$ cat config.mk
export PLATFORM = sky130hd
export DESIGN_NAME = mem_bridge_top
export DESIGN_NICKNAME = d
export VERILOG_FILES = /design/src/verilog/mem_bridge_pkg.sv /design/src/verilog/avalon_burst_master.sv /design/src/verilog/mem_bridge_regs.sv /design/src/verilog/mem_bridge_top.sv
export VERILOG_INCLUDE_DIRS = /design/src /design/src/include
export SDC_FILE = /design/constraint.sdc
export NUM_CORES = 1
export LEC_CHECK = 0
export BUFFER_PORTS_ARGS = -buffer_cell sky130_fd_sc_hd__buf_2
export CAP_MARGIN = 20
export CORE_AREA = 2 2 186 188
export DETAILED_ROUTE_END_ITERATION = 12
export DIE_AREA = 0 0 188 190
export PLACE_DENSITY = 0.54
export SLEW_MARGIN = 20
export SYNTH_ARGS = -nofsm -noshare
export SYNTH_HDL_FRONTEND = slang
export SYNTH_SLANG_ARGS = --single-unit
$ cat constraint.sdc
create_clock -name clk -period 4.1 [get_ports clk]
set_clock_uncertainty 0.05 [all_clocks]
set_input_delay 0.41 -clock clk [delete_from_list [all_inputs] [get_ports clk]]
set_output_delay 0.41 -clock clk [all_outputs]
set_load 0.05 [all_outputs]
$ cat src/include/mem_bridge_settings.svh
// Shared widths, APB register map and reset values for the memory bridge.
// APB offsets are byte offsets and must fit in MEM_APB_ADDR_W bits.
// Counter width sets the wrap point of every transaction counter.

`ifndef MEM_BRIDGE_SETTINGS_SVH
`define MEM_BRIDGE_SETTINGS_SVH

// Transaction counter width
`define MEM_EV_COUNT_W 16

// APB register address width
`define MEM_APB_ADDR_W 4

// Code-burst length field after reset, seven gives eight beats
`define MEM_CODE_BEATS_M1_RESET 7

// Register offsets
`define MEM_REG_CTRL       'h0
`define MEM_REG_WR_COUNT   'h4
`define MEM_REG_RD_COUNT   'h8
`define MEM_REG_CODE_COUNT 'hC

`endif

$ cat src/verilog/mem_bridge_pkg.sv
// Types shared by the bridge RTL and its testbench.
// Widths of the counter and APB address come from the settings header.

`default_nettype none

`include "mem_bridge_settings.svh"

package mem_bridge_pkg;

   // Bus and request widths
   typedef logic [31:0] mem_addr_t;
   typedef logic [29:0] word_addr_t;
   typedef logic [31:0] dword_t;
   typedef logic [3:0]  byte_en_t;
   typedef logic [3:0]  burst_cnt_t;
   typedef logic [1:0]  dword_len_t;
   typedef logic [3:0]  byte_len_t;

   // Remaining beats, also the code-burst length minus one
   typedef logic [2:0]  beat_idx_t;

   // Register side
   typedef logic [`MEM_EV_COUNT_W-1:0] ev_count_t;
   typedef logic [`MEM_APB_ADDR_W-1:0] apb_addr_t;

   // Bridge FSM
   typedef enum logic [1:0] {IDLE, WRITE, READ, READ_CODE} bridge_state_t;

endpackage

`default_nettype wire

$ cat src/verilog/avalon_burst_master.sv
// Avalon-MM burst master shared by write, read and code requesters.
// Fixed priority in IDLE: write, then read, then code.
// One transaction at a time, no pipelined commands.
// Slave must return read data in order and never signal errors.
// Requesters hold do and arguments steady until their done pulse.

`timescale 1ns/1ps
`default_nettype none

module avalon_burst_master
   import mem_bridge_pkg::*;
(
   input  logic          clk,
   input  logic          rst_n,

   input  logic          enable,
   input  beat_idx_t     code_beats_m1,

   input  logic          writeburst_do,
   output logic          writeburst_done,
   input  mem_addr_t     writeburst_address,
   input  dword_len_t    writeburst_dword_length,
   input  byte_en_t      writeburst_byteenable_0,
   input  byte_en_t      writeburst_byteenable_1,
   input  logic [55:0]   writeburst_data,

   input  logic          readburst_do,
   output logic          readburst_done,
   input  mem_addr_t     readburst_address,
   input  dword_len_t    readburst_dword_length,
   input  byte_len_t     readburst_byte_length,
   output logic [95:0]   readburst_data,

   input  logic          readcode_do,
   output logic          readcode_done,
   input  mem_addr_t     readcode_address,
   output dword_t        readcode_partial,

   output word_addr_t    avm_address,
   output dword_t        avm_writedata,
   output byte_en_t      avm_byteenable,
   output burst_cnt_t    avm_burstcount,
   output logic          avm_write,
   output logic          avm_read,
   input  logic          avm_waitrequest,
   input  logic          avm_readdatavalid,
   input  dword_t        avm_readdata
);

   // --------------------------------------------------
   // State and saved beats
   // --------------------------------------------------
   bridge_state_t state;
   beat_idx_t     beats_left;

   // Second write beat, captured when the first is accepted
   word_addr_t    wr_addr_next;
   dword_t        wr_data_next;
   byte_en_t      wr_be_next;

   // Read burst length and earlier beats
   dword_len_t    rd_len_q;
   dword_t        rd_word_0;
   dword_t        rd_word_1;

   byte_en_t      rd_first_be;
   logic          idle_ok;
   logic          start_write;
   logic          start_read;
   logic          start_code;

   // --------------------------------------------------
   // Request selection
   // --------------------------------------------------
   // No new command while disabled
   assign idle_ok     = enable && (state == IDLE);
   assign start_write = idle_ok && writeburst_do;
   assign start_read  = idle_ok && !writeburst_do && readburst_do;
   assign start_code  = idle_ok && !writeburst_do && !readburst_do && readcode_do;

   // First-beat lanes from byte length and address lane
   // Spans that cross the dword use all lanes
   always_comb begin
      case (readburst_byte_length)
         4'd1: rd_first_be = 4'b0001 << readburst_address[1:0];
         4'd2: begin
            if (readburst_address[1:0] != 2'd3) begin
               rd_first_be = 4'b0011 << readburst_address[1:0];
            end else begin
               rd_first_be = 4'b1111;
            end
         end
         4'd3: begin
            if (readburst_address[1:0] <= 2'd1) begin
               rd_first_be = 4'b0111 << readburst_address[1:0];
            end else begin
               rd_first_be = 4'b1111;
            end
         end
         default: rd_first_be = 4'b1111;
      endcase
   end

   // --------------------------------------------------
   // Avalon command outputs
   // --------------------------------------------------
   assign avm_write = start_write || (state == WRITE);
   assign avm_read  = start_read || start_code;

   always_comb begin
      if (start_write) begin
         avm_address = writeburst_address[31:2];
      end else if (state == WRITE) begin
         avm_address = wr_addr_next;
      end else if (start_read) begin
         avm_address = readburst_address[31:2];
      end else begin
         avm_address = readcode_address[31:2];
      end
   end

   assign avm_writedata = (state == WRITE) ? wr_data_next : writeburst_data[31:0];

   always_comb begin
      if (start_write) begin
         avm_byteenable = writeburst_byteenable_0;
      end else if (state == WRITE) begin
         avm_byteenable = wr_be_next;
      end else if (start_read) begin
         avm_byteenable = rd_first_be;
      end else begin
         avm_byteenable = 4'b1111;
      end
   end

   // WRITE state is only reached by two-dword bursts
   always_comb begin
      if (start_write) begin
         avm_burstcount = {2'b00, writeburst_dword_length};
      end else if (state == WRITE) begin
         avm_burstcount = 4'd2;
      end else if (start_read) begin
         avm_burstcount = {2'b00, readburst_dword_length};
      end else begin
         avm_burstcount = {1'b0, code_beats_m1} + 4'd1;
      end
   end

   // --------------------------------------------------
   // Requester side
   // --------------------------------------------------
   assign writeburst_done = start_write && !avm_waitrequest;
   assign readburst_done  = (state == READ) && avm_readdatavalid && (beats_left == 3'd0);
   assign readcode_done   = (state == READ_CODE) && avm_readdatavalid && (beats_left == 3'd0);

   // Code beats go straight through
   assign readcode_partial = avm_readdata;

   // Short bursts replicate the last word into the upper dwords
   always_comb begin
      case (rd_len_q)
         2'd1:    readburst_data = {avm_readdata, avm_readdata, avm_readdata};
         2'd2:    readburst_data = {avm_readdata, avm_readdata, rd_word_0};
         default: readburst_data = {avm_readdata, rd_word_0, rd_word_1};
      endcase
   end

   // --------------------------------------------------
   // FSM
   // --------------------------------------------------
   always_ff @(posedge clk) begin
      if (!rst_n) begin
         state      <= IDLE;
         beats_left <= '0;
      end else begin
         case (state)
            IDLE: begin
               // Stall in place under waitrequest
               if (!avm_waitrequest) begin
                  if (start_write) begin
                     if (writeburst_dword_length > 2'd1) begin
                        state <= WRITE;
                     end
                  end else if (start_read) begin
                     state      <= READ;
                     beats_left <= {1'b0, readburst_dword_length} - 3'd1;
                  end else if (start_code) begin
                     state      <= READ_CODE;
                     beats_left <= code_beats_m1;
                  end
               end
            end
            WRITE: begin
               if (!avm_waitrequest) begin
                  state <= IDLE;
               end
            end
            READ, READ_CODE: begin
               if (avm_readdatavalid) begin
                  beats_left <= beats_left - 3'd1;
                  if (beats_left == 3'd0) begin
                     state <= IDLE;
                  end
               end
            end
            default: state <= IDLE;
         endcase
      end
   end

   // Payload capture
   always_ff @(posedge clk) begin
      if (start_write && !avm_waitrequest) begin
         wr_addr_next <= writeburst_address[31:2] + 30'd1;
         wr_data_next <= {8'd0, writeburst_data[55:32]};
         wr_be_next   <= writeburst_byteenable_1;
      end
      if (start_read && !avm_waitrequest) begin
         rd_len_q <= readburst_dword_length;
      end
      // Beat order: first into word_1 for three, word_0 otherwise
      if ((state == READ) && avm_readdatavalid) begin
         if (beats_left == 3'd2) begin
            rd_word_1 <= avm_readdata;
         end
         if (beats_left == 3'd1) begin
            rd_word_0 <= avm_readdata;
         end
      end
   end

endmodule

`default_nettype wire

$ cat src/verilog/mem_bridge_regs.sv
// APB register block for the memory bridge, zero wait states.
// CTRL holds enable and the code-burst length field.
// Counters are read-only, wrap, and clear on any write.
// Offsets other than the four registers answer with pslverr.

`timescale 1ns/1ps
`default_nettype none

`include "mem_bridge_settings.svh"

module mem_bridge_regs
   import mem_bridge_pkg::*;
(
   input  logic       clk,
   input  logic       rst_n,

   input  apb_addr_t  paddr,
   input  logic       psel,
   input  logic       penable,
   input  logic       pwrite,
   input  dword_t     pwdata,
   output dword_t     prdata,
   output logic       pready,
   output logic       pslverr,

   input  logic       wr_done,
   input  logic       rd_done,
   input  logic       code_done,

   output logic       enable,
   output beat_idx_t  code_beats_m1
);

   logic       access;
   logic       wr_en;
   logic       hit_ctrl;
   logic       hit_wr;
   logic       hit_rd;
   logic       hit_code;
   ev_count_t  wr_count;
   ev_count_t  rd_count;
   ev_count_t  code_count;

   // Clear has priority over a same-cycle done pulse
   function automatic ev_count_t next_count(input ev_count_t cnt, input logic clr,
                                            input logic inc);
      if (clr) begin
         return '0;
      end
      return inc ? cnt + 1'b1 : cnt;
   endfunction

   // --------------------------------------------------
   // Decode
   // --------------------------------------------------
   assign access   = psel && penable;
   assign wr_en    = access && pwrite;
   assign hit_ctrl = (paddr == apb_addr_t'(`MEM_REG_CTRL));
   assign hit_wr   = (paddr == apb_addr_t'(`MEM_REG_WR_COUNT));
   assign hit_rd   = (paddr == apb_addr_t'(`MEM_REG_RD_COUNT));
   assign hit_code = (paddr == apb_addr_t'(`MEM_REG_CODE_COUNT));

   assign pready  = 1'b1;
   assign pslverr = access && !(hit_ctrl || hit_wr || hit_rd || hit_code);

   // Read mux, valid in the access cycle
   always_comb begin
      prdata = '0;
      if (hit_ctrl) begin
         prdata = {28'd0, code_beats_m1, enable};
      end else if (hit_wr) begin
         prdata = dword_t'(wr_count);
      end else if (hit_rd) begin
         prdata = dword_t'(rd_count);
      end else if (hit_code) begin
         prdata = dword_t'(code_count);
      end
   end

   // --------------------------------------------------
   // Registers
   // --------------------------------------------------
   always_ff @(posedge clk) begin
      if (!rst_n) begin
         enable        <= 1'b0;
         code_beats_m1 <= beat_idx_t'(`MEM_CODE_BEATS_M1_RESET);
         wr_count      <= '0;
         rd_count      <= '0;
         code_count    <= '0;
      end else begin
         if (wr_en && hit_ctrl) begin
            enable        <= pwdata[0];
            code_beats_m1 <= pwdata[3:1];
         end
         wr_count   <= next_count(wr_count, wr_en && hit_wr, wr_done);
         rd_count   <= next_count(rd_count, wr_en && hit_rd, rd_done);
         code_count <= next_count(code_count, wr_en && hit_code, code_done);
      end
   end

endmodule

`default_nettype wire

$ cat src/verilog/mem_bridge_top.sv
// Memory bridge top: APB register block beside the Avalon burst master.
// Done pulses feed both the requesters and the transaction counters.

`timescale 1ns/1ps
`default_nettype none

module mem_bridge_top
   import mem_bridge_pkg::*;
(
   input  logic          clk,
   input  logic          rst_n,

   // Write requester
   input  logic          writeburst_do,
   output logic          writeburst_done,
   input  mem_addr_t     writeburst_address,
   input  dword_len_t    writeburst_dword_length,
   input  byte_en_t      writeburst_byteenable_0,
   input  byte_en_t      writeburst_byteenable_1,
   input  logic [55:0]   writeburst_data,

   // Read requester
   input  logic          readburst_do,
   output logic          readburst_done,
   input  mem_addr_t     readburst_address,
   input  dword_len_t    readburst_dword_length,
   input  byte_len_t     readburst_byte_length,
   output logic [95:0]   readburst_data,

   // Code requester
   input  logic          readcode_do,
   output logic          readcode_done,
   input  mem_addr_t     readcode_address,
   output dword_t        readcode_partial,

   // Avalon master
   output word_addr_t    avm_address,
   output dword_t        avm_writedata,
   output byte_en_t      avm_byteenable,
   output burst_cnt_t    avm_burstcount,
   output logic          avm_write,
   output logic          avm_read,
   input  logic          avm_waitrequest,
   input  logic          avm_readdatavalid,
   input  dword_t        avm_readdata,

   // APB slave
   input  apb_addr_t     paddr,
   input  logic          psel,
   input  logic          penable,
   input  logic          pwrite,
   input  dword_t        pwdata,
   output dword_t        prdata,
   output logic          pready,
   output logic          pslverr
);

   // Control from the register block
   logic      enable;
   beat_idx_t code_beats_m1;

   mem_bridge_regs u_regs (
      .wr_done   (writeburst_done),
      .rd_done   (readburst_done),
      .code_done (readcode_done),
      .*
   );

   // Requester, Avalon and control ports match by name
   avalon_burst_master u_master (.*);

endmodule

`default_nettype wire
==> metrics.md, run 1 <==
| Metric | Value |
|---|---|
| Cell Rows | `68` |
| Max Cap Viol | `0` |
| Final wirelength | `32800 µm` |
| CTS tree | `done` |
| Synth cell types | `70` |
| CP max FO | `69` |
| Ys async rst share | `0` |
| Period Utilization, post-route | `0.787` |
| Die Wd | `188 µm` |
| Critical Path Slowest Stage Cell | `ha_2` |
| Status | `finished clean` |
| FF-to-FF path depth | `4` |
| Crit path launch type | `flop` |
| Initial antenna violation count | `4` |
| Worst-path cell chain | `ha_2 > buf_4 > nand2_1 > o21ai_0 > buf_2` |
| Ratio of cells with drive above 1 in the final layout | `0.360` |
| CP Launch Point | `u_master.rd_len_q[1]` |
| Die ar. | `0.0357 mm²` |
| DR vias/cell | `4.90` |
| TritonCTS Sinks | `181` |
| EDFF count, synth | `124` |
| Post-route cell area | `0.0132 mm²` |
| Worst r2r dst | `u_master.wr_data_next[23]` |
| Root Driver | `clkbuf_16` |
| VDD IR-drop max | `0.246 mV` |
| Worst rel slew slack | `0.367` |
| Setup violations, final | `0` |
| WS Path Type | `flop to output pin` |
| Hold_buf cts | `0` |
| Post-synth top area cell | `edfxtp_1` |
| Antenna viol nets, final | `0` |
| PD cells | `318 mW/mm²` |
| Endpoints failing hold | `0` |
| GPL Wtd Cong | `0.847` |
| Gr ovfl total | `0` |
| Syn. warnings | `0` |
| Initial DRC count | `385` |
| Vias in the first global route | `8663` |
| Area growth, synth to finish | `25.1%` |
| Syn Area/Cell | `9.72 µm²` |
| Starting Density | `0.311` |
| Worst Path Required | `3.64 ns` |
| Worst Tran Pin Value | `0.947 ns` |
| Synth Register Bits | `181` |
| Dpl hpwl | `25100 µm` |
| Pre-antenna DRT Iters | `4` |
| Worst hold slack | `0.105 ns` |
| Post-route DRC | `0` |
| I/O Buffers | `433` |
| Post-Syn Instances | `1085` |
| Clock transition at the registers of the reported paths | `0.07 ns` |
| CP max stage delay | `0.66 ns` |
| Netlist Area Pre-Place | `0.0106 mm²` |
| Top cell type's share of synthesized area | `0.353` |
| PostCTS Resize Cnt | `0` |
| First-pass GRT wire length | `48900 µm` |
| TritonCTS Buffers | `17` |
| Max-slew violations | `0` |
| Worst Path Arrival | `2.77 ns` |
| DR vias | `9280` |
| Core Footprint | `0.0339 mm²` |
| Most frequent cell after synthesis | `nand2_1` |
| Most frequent cells after synthesis | `nand2_1, edfxtp_1, buf_4, o21ai_0, a22oi_1` |
| Min cycle time layout | `3.23 ns` |
| Largest net degree at the start of global routing | `70` |
| Worst skew pair latency | `0.43 ns` |
| Reg2Reg Setup Slack | `1.53 ns` |
| Ports | `483` |
| All-Layer GR Usage | `0.177` |
| CP Capture Point | `readburst_data[7]` |
| Synth area leaders | `edfxtp_1, dfxtp_1, buf_4` |
| Setup_tns | `0 ns` |
| Fin util | `0.389` |
| Die height | `190 µm` |
| Placed instance area | `0.0126 mm²` |
| Fmax | `310 MHz` |
| R2r startpoint | `u_master.state[1]` |
| Final net count | `1691` |
| H-tree levels | `4` |
| CTS max path bufs | `2` |
| WL/cell | `17.3 µm` |
| RSZ-0062 raised after global routing | `false` |
| Dominant synthesized flop cell | `edfxtp_1` |
| Seq/Total Area, Yosys | `0.461` |
| Leakage | `5.64 nW` |
| Crit. End Element | `output pin` |
| Type of the most critical hold path | `input pin to flop` |
| Setup Buffers After CTS | `0` |
-- critical path: cells and delay by family (launching register included) --
family / cells / cell delay (ns)
flops: 1 / 0.40
simple gates: 1 / 0.09
buf+inv: 2 / 0.95
fa+ha+maj: 1 / 0.66
compound gates: 1 / 0.24
-- stage by stage --
step                setup slack [ns]  std cells  total power, mW
detailed placement              1.24       1861             2.61
CTS                            0.774       1893             4.25
finish                         0.872       1894             4.19
floorplan                       1.04       1100             2.44
global route                   0.634       1894             4.35
global placement                1.26       1861             2.61
-- worst min path at each step --
stage                                           end                 start  depth (start not counted)
after CTS                 u_master.wr_data_next[13]   writeburst_data[45]                          1
after global placement          u_regs.rd_count[13]   u_regs.rd_count[13]                          2
after floorplan                u_regs.code_count[1]  u_regs.code_count[1]                          2
after detailed placement       u_regs.code_count[1]  u_regs.code_count[1]                          2
after global routing      u_master.wr_data_next[13]   writeburst_data[45]                          1
final                     u_master.wr_data_next[13]   writeburst_data[45]                          1
-- power breakdown --
group | internal [mW] | switching (mW) | total [mW]
clock network | 0.897 | 0.723 | 1.62
registers | 1.95 | 0.000646 | 1.95
logic | 0.167 | 0.456 | 0.623
-- area by class of cell --
type / count / area, µm²
Tap cell: 455 / 569
Clock inverter: 10 / 93.8
Clock buffer: 22 / 475
Timing Repair Buffer: 448 / 2290
Sequential cell: 181 / 4860
Inverter: 22 / 82.6
Multi-Input combinational cell: 755 / 4810
Fill cell: 3466 / 20800
Antenna cell: 1 / 2.50
-- placed cells by master, fill, tap and decap left out, drive strengths merged, types with 4 or more instances in the layout --
cell type    n
mux4         4
inv         27
nor2        55
a22oi       75
buf        448
nand2      168
dfxtp       57
nor4        10
and3        11
clkbuf      22
or2          5
nor3        13
or3         13
conb        17
nand4       14
nor2b       16
a31oi        6
nand3       31
a311oi       4
o22ai        4
a22o        32
mux2i       34
edfxtp     124
and2         7
xor2        12
o21ai       83
mux2        11
a21oi       30
a211oi       4
ha          20
xnor2       38
-- logic make-up (layout without fill, tap and decap cells) --
logic type               count (synthesis)  count (layout)  synth area share
AO/OA/AOI/OAI                          255             255             0.160
XOR/XNOR                                50              50            0.0415
adder cells (fa/ha/maj)                 20              20            0.0237
buffers and inverters                  164             502            0.0892
flip-flops                             181             181             0.461
multiplexers                            49              49            0.0525
other                                    2              18          0.000712
AND/OR/NAND/NOR                        364             364             0.171
-- sequential cells by signal, indices dropped and copies added (netlist names) --
register / cells
u_master.wr_addr_next: 30
u_master.rd_word_0: 32
u_regs.wr_count: 16
u_regs.code_count: 16
u_regs.code_beats_m1: 3
u_regs.rd_count: 16
u_regs.enable: 1
u_master.wr_data_next: 24
u_master.state: 2
u_master.rd_len_q: 2
u_master.rd_word_1: 32
u_master.beats_left: 3
u_master.wr_be_next: 4
-- layer usage --
metal	vias up	global-route usage	wire length, µm
met1	4313	0.213	13600
met2	394	0.312	16500
li1	4537	-	-
met5	-	0	27
met4	4	0.0572	677
met3	32	0.0389	2080
(Power assumes the default switching activity.)
==> run 2: changes to the inputs <==
- clock period: 4.1 -> 3.15 ns (I/O delays scaled with it)
==> metrics.md, run 2 (synthesis results as in run 1) <==
| Metric | Value |
|---|---|
| Status | `finished clean` |
| Clock transition at the registers of the reported paths | `0.07 ns` |
| PD cells | `396 mW/mm²` |
| Antenna viol nets, final | `0` |
| Max-slew violations | `0` |
| Initial DRC count | `409` |
| Post-route DRC | `0` |
| Final wirelength | `33000 µm` |
| H-tree levels | `4` |
| Root Driver | `clkbuf_16` |
| Die Wd | `188 µm` |
| Cell Rows | `68` |
| Max Cap Viol | `0` |
| Worst skew pair latency | `0.42 ns` |
| Gr ovfl total | `0` |
| Type of the most critical hold path | `input pin to flop` |
| WS Path Type | `flop to output pin` |
| TritonCTS Buffers | `17` |
| TritonCTS Sinks | `181` |
| Period Utilization, post-route | `0.943` |
| First-pass GRT wire length | `49800 µm` |
| CP max stage delay | `0.45 ns` |
| Crit. End Element | `output pin` |
| Setup Buffers After CTS | `0` |
| DR vias/cell | `4.91` |
| CTS max path bufs | `2` |
| Most common cell after layout, fill and taps aside | `buf_2` |
| Inst Count DP | `1873` |
| Worst-path cell chain | `nor2_1 > nand4b_1 > buf_4 > mux2i_1 > o21ai_0 > buf_2` |
| WP buf/inv | `2` |
| GPL Wtd Cong | `0.832` |
| Endpoints failing hold | `0` |
| Storage cell area | `0.00486 mm²` |
| Met1 wire length | `13800 µm` |
| Leakage | `5.79 nW` |
| Vias in the first global route | `8974` |
| Min cycle time layout | `2.97 ns` |
| Setup violations, final | `0` |
| RSZ-0062 raised after global routing | `false` |
| Layout Cells excl Fill | `1933` |
| Critical Path Slowest Stage Cell | `dfxtp_1` |
| Worst Path Arrival | `2.61 ns` |
| Largest net degree at the start of global routing | `36` |
| Final net count | `1730` |
| Worst Path Required | `2.78 ns` |
| Metal3 WL | `2040 µm` |
| Ports | `483` |
| Highest Signal Layer | `met5` |
| Fill cells | `3458` |
| Die ar. | `0.0357 mm²` |
| Area growth, synth to finish | `28.1%` |
| Core Footprint | `0.0339 mm²` |
| Fmax | `337 MHz` |
| Metal2 WL | `16700 µm` |
| Starting Density | `0.311` |
| Crit path max-delay family | `buffers and inverters` |
| All-Layer GR Usage | `0.178` |
| Pre-antenna DRT Iters | `4` |
| Setup_tns | `0 ns` |
| Multi-input logic area | `0.00482 mm²` |
| I/O Buffers | `433` |
| Ratio of cells with drive above 1 in the final layout | `0.362` |
| DR vias | `9499` |
| Dpl hpwl | `25400 µm` |
| CP max FO | `14` |
| Crit path launch type | `flop` |
| Commonest cells after routing, fill and taps aside | `buf_2, nand2_1, edfxtp_1` |
| Largest registers | `u_master.rd_word_0 x32, u_master.rd_word_1 x32, u_master.wr_addr_next x30` |
| CTS tree | `done` |
| WL/cell | `17.1 µm` |
| VDD IR-drop max | `0.329 mV` |
| Worst rel slew slack | `0.543` |
| Initial antenna violation count | `3` |
| Worst Tran Pin Value | `0.682 ns` |
| Die height | `190 µm` |
run 2: changes by cell type in the layout (fill, tap and decap cells not counted), sizes merged:
cell         delta
buf            +12
bufinv          -1
clkbuf          -4
clkinv          +5
clkinvlp        +2
dlygate4sd3    +27
inv             -2
run 2: area by class of cell:
cell class | instances | share of cell area
clock buffer | 18 | 0.0318
timing repair buffer | 487 | 0.195
antenna | 1 | 0.000185
tap | 455 | 0.0421
clock inverter | 14 | 0.00778
inverter | 22 | 0.00611
sequential | 181 | 0.360
multi-input combinational | 755 | 0.357
run 2: path summary, 6_finish.rpt:
check / end / start / depth (start not counted) / slack (ns)
setup reg to reg: u_master.wr_data_next[18] / u_master.state[1] / 4 / 0.90
hold reg to reg: u_regs.rd_count[13] / u_regs.rd_count[13] / 2 / 0.46
setup / recovery: avm_address[22] / u_master.state[1] / 6 / 0.18
hold / removal: u_master.wr_data_next[18] / writeburst_data[50] / 1 / 0.03
run 2: repair_timing:
action                     4_1_cts  5_1_grt
hold buffers                    27        0
setup endpoints to repair        0        9
hold endpoints to repair        27        0
resized for setup                0        2
run 2: where the power goes:
group          leakage [nW]  internal (mW)  switching [mW]
registers              1.57           2.53        0.000824
logic                  3.96          0.240           0.599
clock network         0.256           1.02           0.964
run 2: through the flow:
| step | power, mW | util | setup slack [ns] | cell area, µm² | hold WS [ns] |
|---|---|---|---|---|---|
| 4_1_cts | 5.42 | 0.398 | 0.0643 | 13500 | 0.00284 |
| 2_1_floorplan | 3.18 | - | 0.182 | 10600 | 0.364 |
| 3_3_place_gp | 3.40 | 0.374 | 0.626 | 12700 | 0.433 |
| 5_1_grt | 5.57 | 0.398 | 0.0679 | 13500 | 0.00555 |
| 3_5_place_dp | 3.40 | 0.374 | 0.585 | 12700 | 0.436 |
| 6_report | 5.36 | 0.398 | 0.178 | 13500 | 0.0253 |
run 2: routing by layer:
metal | up-vias | GRT usage
met3 | 25 | 0.0358
met4 | 4 | 0.0466
met1 | 4472 | 0.216
met5 | - | 0
li1 | 4615 | -
met2 | 383 | 0.320
==> run 3: changes to the inputs <==
- BUFFER_PORTS_ARGS: -buffer_cell sky130_fd_sc_hd__buf_2 -> -buffer_cell sky130_fd_sc_hd__buf_4
- CORE_AREA: 2 2 186 188 -> not set
- CORE_MARGIN: not set -> 2
- CORE_UTILIZATION: not set -> 30
- DIE_AREA: 0 0 188 190 -> not set
- PLACE_DENSITY: 0.54 -> 0.52
==> metrics.md, run 3 (synthesis results as in run 1) <==
| Metric | Value |
|---|---|
| Status | `finished clean` |
| Worst Tran Pin Value | `0.672 ns` |
| DR vias/cell | `4.90` |
| Area growth, synth to finish | `38.5%` |
| Seq pwr share | `0.458` |
| WL/cell | `18.1 µm` |
| Vias in the first global route | `9214` |
| Inst Count DP | `1868` |
| Cell Rows | `68` |
| Final net count | `1728` |
| Die Wd | `192 µm` |
| Largest net degree at the start of global routing | `37` |
| Period Utilization, post-route | `0.917` |
| Core Footprint | `0.0346 mm²` |
| Root Driver | `clkbuf_16` |
| Post-route DRC | `0` |
| Leakage | `6.12 nW` |
| H-tree levels | `4` |
| RSZ-0062 raised after global routing | `false` |
| WS Path Type | `flop to output pin` |
| Starting Density | `0.305` |
| Crit. End Element | `output pin` |
| Pre-antenna DRT Iters | `5` |
| Antenna viol nets, final | `0` |
| Die height | `192 µm` |
| Endpoints failing hold | `0` |
| Max-slew violations | `0` |
| All-Layer GR Usage | `0.184` |
| Min cycle time layout | `2.89 ns` |
| Worst skew pair latency | `0.43 ns` |
| Dpl ws | `0.676 ns` |
| Die ar. | `0.0367 mm²` |
| Critical Path Slowest Stage Cell | `dfxtp_1` |
| Internal | `3.93 mW` |
| Setup Buffers After CTS | `0` |
| CP dominant cell by count | `buf_4` |
| Fmax | `346 MHz` |
| DR vias | `9466` |
| I/O Buffers | `433` |
| Commonest cells after routing, fill and taps aside | `buf_4, nand2_1, edfxtp_1` |
| Ratio of cells with drive above 1 in the final layout | `0.356` |
| First-pass GRT wire length | `51700 µm` |
| Worst rel slew slack | `0.551` |
| Worst-path cell chain | `nor2_1 > nand4b_1 > buf_4 > buf_4 > mux2i_1 > o21ai_0 > buf_4` |
| Setup_tns | `0 ns` |
| Final wirelength | `35000 µm` |
| Comb pwr share | `0.177` |
| Worst hold slack | `0.0450 ns` |
| Most common cell after layout, fill and taps aside | `buf_4` |
| P_sw | `1.60 mW` |
| CP max FO | `22` |
| Final WS setup | `0.261 ns` |
| Largest registers | `u_master.rd_word_0 x32, u_master.rd_word_1 x32, u_master.wr_addr_next x30` |
| Setup violations, final | `0` |
| Gr ovfl total | `0` |
| Layout Cells excl Fill | `1932` |
| PD cells | `379 mW/mm²` |
| Worst Path Arrival | `2.52 ns` |
| Max Cap Viol | `0` |
| CTS max path bufs | `2` |
| TritonCTS Sinks | `181` |
| Type of the most critical hold path | `input pin to flop` |
| VDD IR-drop max | `0.350 mV` |
| Clock network fraction of total power | `0.365` |
| CTS tree | `done` |
| Fin util | `0.422` |
| Dpl hpwl | `26600 µm` |
| Clock transition at the registers of the reported paths | `0.08 ns` |
| Ports | `483` |
| TritonCTS Buffers | `17` |
| CP max stage delay | `0.50 ns` |
| Initial DRC count | `339` |
| Crit path launch type | `flop` |
| GPL Wtd Cong | `0.843` |
| Initial antenna violation count | `2` |
| Worst Path Required | `2.78 ns` |
| Switching Share | `0.290` |
run 3: worst max-delay path: cells and delay by family (launching register included):
| kind | cells | cell delay [ns] |
|---|---|---|
| flops | 1 | 0.50 |
| mux | 1 | 0.12 |
| simple gates | 2 | 0.28 |
| buf+inv | 3 | 0.93 |
| compound gates | 1 | 0.25 |
run 3: cell type report:
| type | count | area, µm² |
|---|---|---|
| clock buffers | 19 | 433 |
| repair buffers | 485 | 3740 |
| diodes | 2 | 5.00 |
| multi-input cells | 755 | 4810 |
| fillers | 3466 | 20000 |
| inverters | 22 | 82.6 |
| clock inverters | 13 | 98.8 |
| well taps | 455 | 569 |
| flip-flops and latches | 181 | 4860 |
run 3: timing repair:
action / in CTS / in global routing
hold buffers: 30 / 0
gates resized for setup: 0 / 0
hold endpoints to repair: 30 / 0
run 3: layer usage:
metal	wire length (µm)	vias up	part of all wire	global-route usage
met5	0	-	0	0
met4	796	0	0.023	0.0704
met3	2390	32	0.068	0.0415
met2	17400	374	0.50	0.319
met1	14400	4457	0.41	0.222
li1	-	4603	-	-
run 3: final timing paths:
check / slack [ns] / endpoint / from / depth (start not counted)
hold / removal: 0.05 / u_regs.code_beats_m1[2] / pwdata[3] / 3
hold reg to reg: 0.46 / u_regs.wr_count[11] / u_regs.wr_count[11] / 2
setup / recovery: 0.26 / avm_address[6] / u_master.state[0] / 7
setup reg to reg: 0.95 / u_regs.code_count[7] / u_master.beats_left[0] / 7
run 3: power by group through the flow:
stage                     Clock, mW  Sequential, mW  Combinational, mW
after global placement            0            2.59              0.947
after floorplan                   0            2.59              0.587
final                          2.02            2.53              0.981
after global routing           2.18            2.53               1.04
after detailed placement          0            2.59              0.955
after CTS                      2.09            2.53              0.989
run 3: through the flow:
stage	area [µm²]	power, mW
floorplan	10600	3.18
detailed placement	13800	3.54
global placement	13800	3.54
global route	14600	5.75
finish	14600	5.53
CTS	14600	5.62
